<file path="config.mk">
export PLATFORM = sky130hd
export DESIGN_NAME = thread_ctrl_top
export DESIGN_NICKNAME = d
export VERILOG_FILES = /design/src/rtl/thread_pkg.sv /design/src/rtl/cmd_decode.sv /design/src/rtl/thread_slot.sv /design/src/rtl/thread_sched.sv /design/src/rtl/thread_ctrl_top.sv
export SDC_FILE = /design/constraint.sdc
export NUM_CORES = 1
export LEC_CHECK = 0
export BUFFER_PORTS_ARGS = -buffer_cell sky130_fd_sc_hd__buf_2
export CAP_MARGIN = 20
export CORE_MARGIN = 2
export CORE_UTILIZATION = 40
export CTS_BUF_LIST = sky130_fd_sc_hd__clkbuf_2
export DETAILED_ROUTE_END_ITERATION = 10
export PLACE_DENSITY = 0.67
export SLEW_MARGIN = 20
export SYNTH_ARGS = -nofsm -noshare
export SYNTH_HDL_FRONTEND = slang
export SYNTH_SLANG_ARGS = --single-unit
</file>
<file path="constraint.sdc">
create_clock -name clk -period 4.87 [get_ports clk]
set_clock_uncertainty 0.05 [all_clocks]
set_input_delay 0.487 -clock clk [delete_from_list [all_inputs] [get_ports clk]]
set_output_delay 0.487 -clock clk [all_outputs]
set_load 0.02 [all_outputs]
</file>
<file path="src/rtl/thread_pkg.sv">
package thread_pkg;

    localparam int num_threads = 8;                    // Hardware thread slots

    typedef logic [2:0]             trd_id_t;          // Thread number
    typedef logic [num_threads-1:0] trd_vec_t;         // One flag per thread
    typedef logic [31:0]            pc_t;              // Program counter

    localparam pc_t reset_pc = 32'h0000_1000;          // Thread 0 start address

    // Command kinds broadcast to all slots
    typedef enum logic [2:0] {
        cmd_none   = 3'd0,
        cmd_create = 3'd1,
        cmd_kill   = 3'd2,
        cmd_sleep  = 3'd3,
        cmd_wake   = 3'd4
    } cmd_op_e;

    // One decoded command, 41 bits
    typedef struct packed {
        cmd_op_e op;                                   // What to do
        trd_id_t act;                                  // Thread issuing the command
        trd_id_t obj;                                  // Target slot
        pc_t     pc;                                   // Start pc, create only
    } trd_cmd_t;

    // State held by one slot, 37 bits
    typedef struct packed {
        logic    valid;                                // Slot in use
        logic    running;                              // Not sleeping
        trd_id_t parent;                               // Creator of this thread
        pc_t     pc;                                   // Fetch address
    } slot_state_t;

endpackage

</file>
<file path="src/rtl/cmd_decode.sv">
`timescale 1ns/1ps

module cmd_decode (
    input  logic                 clk,
    input  logic                 rst_n,
    input  logic                 init_trd,             // Create a new thread
    input  logic                 kill,                 // Kill obj_trd
    input  logic                 slp,                  // Sleep obj_trd
    input  logic                 wake,                 // Wake obj_trd
    input  thread_pkg::trd_id_t  act_trd,              // Thread issuing the command
    input  thread_pkg::trd_id_t  obj_trd,              // Target of kill, sleep, wake
    input  thread_pkg::pc_t      init_pc,              // Start pc for a create
    input  thread_pkg::trd_vec_t valid_trd,            // Slots currently in use
    output thread_pkg::trd_cmd_t cmd,
    output thread_pkg::trd_id_t  new_trd,              // Last allocated thread
    output logic                 trd_of                // Create refused, no free slot
);

    thread_pkg::trd_id_t alloc_id;                     // Lowest free slot above 0
    logic                alloc_ok;                     // A free slot exists

    // Slot 0 is never handed out, search runs from the top so the lowest wins
    always_comb begin
        alloc_id = '0;
        alloc_ok = 1'b0;
        for (int i = thread_pkg::num_threads - 1; i >= 1; i--) begin
            if (!valid_trd[i]) begin
                alloc_id = thread_pkg::trd_id_t'(i);
                alloc_ok = 1'b1;
            end
        end
    end

    // Priority: create, kill, sleep, wake
    always_comb begin
        cmd.op  = thread_pkg::cmd_none;
        cmd.act = act_trd;
        cmd.obj = obj_trd;
        cmd.pc  = init_pc;
        if (init_trd) begin
            if (alloc_ok) begin
                cmd.op  = thread_pkg::cmd_create;
                cmd.obj = alloc_id;                    // Target is the new slot
            end
        end else if (kill) begin
            cmd.op = thread_pkg::cmd_kill;
        end else if (slp) begin
            cmd.op = thread_pkg::cmd_sleep;
        end else if (wake) begin
            cmd.op = thread_pkg::cmd_wake;
        end
    end

    assign trd_of = init_trd & ~alloc_ok;              // Create while all slots taken

    always_ff @(posedge clk or negedge rst_n) begin
        if (!rst_n) begin
            new_trd <= '0;
        end else if (init_trd && alloc_ok) begin
            new_trd <= alloc_id;
        end
    end

endmodule

</file>
<file path="src/rtl/thread_slot.sv">
`timescale 1ns/1ps

module thread_slot #(
    parameter int unsigned slot_id = 0                 // Thread number of this slot
) (
    input  logic                    clk,
    input  logic                    rst_n,
    input  thread_pkg::trd_cmd_t    cmd,               // Broadcast command
    input  thread_pkg::trd_id_t     cur_trd,           // Thread now fetching
    input  logic                    pc_wr,             // Update pc of cur_trd
    input  thread_pkg::pc_t         nxt_pc,
    output thread_pkg::slot_state_t state,
    output logic                    refused            // Command failed permission check
);

    localparam thread_pkg::trd_id_t my_id = thread_pkg::trd_id_t'(slot_id);

    logic hit;                                         // Command targets this slot
    logic allowed;                                     // Actor may control this slot
    logic ctl_op;                                      // Kill, sleep or wake
    logic do_create;
    logic pc_load;

    assign hit       = (cmd.obj == my_id);
    // Only the thread itself or its parent may touch a live slot
    assign allowed   = state.valid & ((cmd.act == my_id) | (cmd.act == state.parent));
    assign ctl_op    = (cmd.op == thread_pkg::cmd_kill)  |
                       (cmd.op == thread_pkg::cmd_sleep) |
                       (cmd.op == thread_pkg::cmd_wake);
    assign do_create = hit & (cmd.op == thread_pkg::cmd_create);
    assign pc_load   = pc_wr & (cur_trd == my_id);
    assign refused   = hit & ctl_op & ~allowed;

    always_ff @(posedge clk or negedge rst_n) begin
        if (!rst_n) begin
            state.valid   <= (slot_id == 0);           // Thread 0 boots running
            state.running <= (slot_id == 0);
            state.parent  <= '0;
            state.pc      <= (slot_id == 0) ? thread_pkg::reset_pc : '0;
        end else if (do_create) begin
            state.valid   <= 1'b1;
            state.running <= 1'b1;
            state.parent  <= cmd.act;
            state.pc      <= cmd.pc;                   // Wins over a pc write
        end else begin
            if (hit && allowed) begin
                case (cmd.op)
                    thread_pkg::cmd_kill: begin
                        state.valid   <= 1'b0;
                        state.running <= 1'b0;
                    end
                    thread_pkg::cmd_sleep: state.running <= 1'b0;
                    thread_pkg::cmd_wake:  state.running <= 1'b1;
                    default: ;
                endcase
            end
            if (pc_load) begin
                state.pc <= nxt_pc;
            end
        end
    end

endmodule

</file>
<file path="src/rtl/thread_sched.sv">
`timescale 1ns/1ps

module thread_sched (
    input  logic                    clk,
    input  logic                    rst_n,
    input  logic                    stall,             // Hold the thread pointer
    input  thread_pkg::slot_state_t states [thread_pkg::num_threads],
    input  thread_pkg::trd_vec_t    refused,           // Per-slot refusal flags
    output thread_pkg::trd_id_t     cur_trd,           // Thread now fetching
    output thread_pkg::trd_id_t     nxt_trd,           // Thread for the next cycle
    output thread_pkg::trd_vec_t    valid_trd,
    output thread_pkg::trd_vec_t    run_trd,
    output logic                    trd_full,          // Every slot in use
    output logic                    invalid_op,
    output thread_pkg::pc_t         cur_pc
);

    thread_pkg::trd_id_t cand;                         // Candidate in the search

    always_comb begin
        for (int i = 0; i < thread_pkg::num_threads; i++) begin
            valid_trd[i] = states[i].valid;
            run_trd[i]   = states[i].running;
        end
    end

    assign trd_full   = &valid_trd;
    assign invalid_op = |refused;

    // Walk the offsets downward so the nearest running thread after cur_trd wins.
    // With nobody else running the pointer stays put.
    always_comb begin
        nxt_trd = cur_trd;
        cand    = cur_trd;
        for (int k = thread_pkg::num_threads - 1; k >= 1; k--) begin
            cand = cur_trd + thread_pkg::trd_id_t'(k);  // Wraps at 8
            if (run_trd[cand]) begin
                nxt_trd = cand;
            end
        end
    end

    always_ff @(posedge clk or negedge rst_n) begin
        if (!rst_n) begin
            cur_trd <= '0;
        end else if (!stall) begin
            cur_trd <= nxt_trd;
        end
    end

    assign cur_pc = states[cur_trd].pc;                // Fetch address of current thread

endmodule

</file>
<file path="src/rtl/thread_ctrl_top.sv">
`timescale 1ns/1ps

module thread_ctrl_top (
    input  logic                 clk,
    input  logic                 rst_n,
    input  logic                 stall,                // Hold the thread pointer
    input  logic                 init_trd,             // Create a thread
    input  logic                 kill,
    input  logic                 slp,
    input  logic                 wake,
    input  logic                 pc_wr,                // Write nxt_pc to current thread
    input  thread_pkg::trd_id_t  act_trd,
    input  thread_pkg::trd_id_t  obj_trd,
    input  thread_pkg::pc_t      init_pc,
    input  thread_pkg::pc_t      nxt_pc,
    output thread_pkg::trd_id_t  cur_trd,
    output thread_pkg::trd_id_t  nxt_trd,
    output thread_pkg::trd_id_t  new_trd,
    output thread_pkg::trd_vec_t valid_trd,
    output thread_pkg::trd_vec_t run_trd,
    output logic                 trd_full,
    output logic                 trd_of,
    output logic                 invalid_op,
    output thread_pkg::pc_t      cur_pc
);

    thread_pkg::trd_cmd_t    cmd;                      // Broadcast to every slot
    thread_pkg::slot_state_t slot_states [thread_pkg::num_threads];
    thread_pkg::trd_vec_t    slot_refused;

    cmd_decode u_decode (
        .clk       (clk),
        .rst_n     (rst_n),
        .init_trd  (init_trd),
        .kill      (kill),
        .slp       (slp),
        .wake      (wake),
        .act_trd   (act_trd),
        .obj_trd   (obj_trd),
        .init_pc   (init_pc),
        .valid_trd (valid_trd),
        .cmd       (cmd),
        .new_trd   (new_trd),
        .trd_of    (trd_of)
    );

    for (genvar i = 0; i < thread_pkg::num_threads; i++) begin : g_slot
        thread_slot #(
            .slot_id (i)
        ) u_slot (
            .clk     (clk),
            .rst_n   (rst_n),
            .cmd     (cmd),
            .cur_trd (cur_trd),
            .pc_wr   (pc_wr),
            .nxt_pc  (nxt_pc),
            .state   (slot_states[i]),
            .refused (slot_refused[i])
        );
    end

    thread_sched u_sched (
        .clk        (clk),
        .rst_n      (rst_n),
        .stall      (stall),
        .states     (slot_states),
        .refused    (slot_refused),
        .cur_trd    (cur_trd),
        .nxt_trd    (nxt_trd),
        .valid_trd  (valid_trd),
        .run_trd    (run_trd),
        .trd_full   (trd_full),
        .invalid_op (invalid_op),
        .cur_pc     (cur_pc)
    );

endmodule

</file>
==> qor.csv <==
metric;value;unit
R2R Path End;g_slot[5].u_slot.state[25];
endpoint class of the critical path;primary output;
CP Launch Type;flop;
FF-to-FF Start;u_sched.cur_trd[0];
clk buf depth;3;
CP Max Fanout;47;
DP HPWL;28.50;mm
core area;0.04204;sq mm
Port Buffers;137;
CTS tree;yes;
Total GRT Usage;21.90;%
FP Rows;75;
Initial DRT Pass Iterations;5;
Worst-Margin Slew;1.040;ns
Leak Pwr;0.009801;uW
chip height;210.6;microns
Final nets;1954;
RePlAce Congestion;0.8560;
Max VDD drop;0.0003835;V
Layout area overhead;16.26;%
total grt overflow;0;
Critical Path RT;4.33;ns
register bit total from synthesis;302;
FF-to-FF setup slack;0.98;ns
antenna violations before repair;7;
Max Fclk;216.6;MHz
post-DR vias/cell;5.560;
power per standard cell area;691.1;mW/mm^2
I/O pin total;138;
total length of routed wires;48.18;mm
full die area;0.04436;sq mm
Post-synth ARST share;100.0;%
hold crit path type;input port to asynchronous set/reset pin;
status;finished clean;
Vias;13710;
Post-synth top flop;dfrtp_1;
Fill cells;3956;
largest net degree at the start of global routing;125;
initial core utilization;40.62;%
WS Path Type;flop to primary output;
grt met3 use;4.059;%
Max Cap Viol;0;
Num CTS Buffers;81;
GR peak layer;met2;
met1 usage;29.43;%
Placed Cells;2219;
met2 Track Usage GR;35.62;%
Net Count, Synth;1745;
wire length per cell;19.54;microns
setup_tns;0;ns
number of global-route vias before repair;13780;
syn avg cell area;10.29;sq um
Root Buffer;clkbuf_2;
Cell Area, Synth;0.01708;sq mm
DRC;0;
Worst Path Arrival;4.08;ns
RSZ-0062 raised after global routing;no;
clock-pin slew on the worst setup and hold paths;0.09;ns
CTS Sinks;302;
Clk Latency, worst-skew pair;0.91;ns
Final min period;4.617;ns
drt first-iter violations;951;
period utilisation layout;94.80;%
synth warn;0;
post-route ant nets;0;
number of synthesized flops with an enable pin;0;
non-filler cells, final;2466;
Netlist cell types;75;
Hold Vio Cnt, Final;0;
# setup viols final;0;
worst rel slew slack;30.40;%
FF+latch area;0.007570;sq mm
max-slew violation count;0;
share of cells above drive strength 1;23.10;%
Post-Synthesis Cells;1660;
H-tree depth;3;
DIE WIDTH;210.6;microns
area of the multi-input gates;0.008877;sq mm
sequential-to-total area share from yosys stat;44.28;%
Worst Reg-to-Reg Cells;7;
global-route wire length before repair;76.45;mm
-- worst max-delay path, cell delays in order, from the launching register on --
cell and delay (ns):
dfrtp_4 0.91, inv_1 0.21, ha_1 0.48, mux4_2 0.36, mux2i_1 0.22, nor2b_1 0.10
a311o_1 0.29, o211ai_1 0.12, nand2_1 0.10, xnor2_1 0.16, buf_2 0.19
-- worst max-delay path by stage --
stage	from	endpoint	slack [ns]
final	u_sched.cur_trd[2]	nxt_trd[0]	0.25
after global routing	u_sched.cur_trd[0]	nxt_trd[1]	0.03
after CTS	u_sched.cur_trd[0]	nxt_trd[0]	0.0008
after detailed placement	u_sched.cur_trd[0]	nxt_trd[1]	0.80
after global placement	u_sched.cur_trd[0]	nxt_trd[1]	0.91
after floorplan	u_sched.cur_trd[0]	nxt_trd[1]	1.20
-- cell families (layout without fill, tap and decap cells) --
group	count (synthesis)	after routing	share of synthesized area, %
other	0	5	0
and+or+nand+nor	479	479	11.98
AOI/OAI and AO/OA	339	339	11.21
DFF	302	302	44.28
adders and majority gates	7	7	0.5129
xor gates and xnor gates	9	9	0.5056
muxes	367	367	27.24
buffers and inverters	157	419	4.265
-- metrics by stage --
| step | hold WS [ns] | setup slack (ns) | total power [uW] | util [%] | cell area, sq um |
|---|---|---|---|---|---|
| detailed placement | 0.3611 | 0.7963 | 11670 | 42.99 | 18070 |
| CTS | 0.01829 | 0.0007701 | 13720 | 47.13 | 19820 |
| global placement | 0.3529 | 0.9088 | 11390 | 42.99 | 18070 |
| floorplan | 0.1414 | 1.202 | 9735 | - | 17080 |
| finish | 0.1002 | 0.2531 | 13720 | 47.22 | 19850 |
| global route | 0.1287 | 0.03188 | 14710 | 47.22 | 19850 |
-- per-layer routing --
metal	vias up	part of all wire (%)
met2	496	48
met4	4	2.2
met3	79	6.7
li1	6387	-
met5	-	0.056
met1	6745	43
-- sequential cells by signal (all words and copies together), names as in the netlist --
| register | cells |
|---|---|
| u_decode.new_trd | 3 |
| u_sched.cur_trd | 3 |
| g_slot.u_slot.state | 296 |
-- where the power goes --
group / internal [uW] / switching [uW] / leakage, uW
clock: 639 / 1080 / 0.000519
sequential: 3770 / 914 / 0.00350
combinational: 3420 / 3900 / 0.00578
total: 7830 / 5890 / 0.00980
-- synthesized netlist by cell type (all sizes together), types with 3 or more instances --
library cell	count	area share (%)
o21ai	95	2.8
buf	77	2.5
nand3	20	0.62
mux2	52	3.4
a211oi	6	0.34
nor2b	13	0.48
a221oi	3	0.15
nand2b	6	0.22
mux2i	242	14
xor2	4	0.25
o211ai	5	0.22
inv	16	0.35
dfstp	3	0.46
nand2	209	4.6
and2	5	0.18
o22ai	4	0.15
xnor2	5	0.26
a221o	3	0.18
dfrtp	299	44
a21o	5	0.22
nor3b	4	0.18
or4	3	0.13
mux4	73	9.6
nand4	3	0.11
nor3	14	0.44
nor2	182	4.0
or2	3	0.11
a31oi	5	0.18
a2111oi	4	0.21
a21oi	186	5.5
nor4	5	0.27
nor4b	3	0.19
ha	7	0.51
clkbuf	63	1.4
-- cells in the final DEF (no fill, tap or decap), drive strengths merged, types with 3 or more instances in the layout --
cell / netlist / final
a2111oi: 4 / 4
a211oi: 6 / 6
a21o: 5 / 5
a21oi: 186 / 186
a221o: 3 / 3
a221oi: 3 / 3
a31oi: 5 / 5
and2: 5 / 5
buf: 77 / 160
clkbuf: 63 / 116
clkinv: 1 / 16
clkinvlp: 0 / 4
dfrtp: 299 / 299
dfstp: 3 / 3
diode: 0 / 5
dlygate4sd3: 0 / 106
ha: 7 / 7
inv: 16 / 17
mux2: 52 / 52
mux2i: 242 / 242
mux4: 73 / 73
nand2: 209 / 209
nand2b: 6 / 6
nand3: 20 / 20
nand4: 3 / 3
nor2: 182 / 182
nor2b: 13 / 13
nor3: 14 / 14
nor3b: 4 / 4
nor4: 5 / 5
nor4b: 3 / 3
o211ai: 5 / 5
o21ai: 95 / 95
o22ai: 4 / 4
or2: 3 / 3
or4: 3 / 3
xnor2: 5 / 5
xor2: 4 / 4
-- timing repair --
item / CTS / global route
buffers inserted: 0 / 0
endpoints found under the hold margin: 369 / 0
setup endpoints to repair: 3 / 3
resized for setup: 1 / 4
hold buffers: 106 / 0
-- cell type report --
class / count / share of cell area [%]
Clock buffer: 116 / 2.924
Antenna cell: 5 / 0.06303
Tap cell: 539 / 3.397
Multi-Input combinational cell: 1201 / 44.72
Sequential cell: 302 / 38.13
Timing Repair Buffer: 266 / 9.927
Inverter: 17 / 0.3404
Clock inverter: 20 / 0.4979
Power figures use the tool's default switching activity.
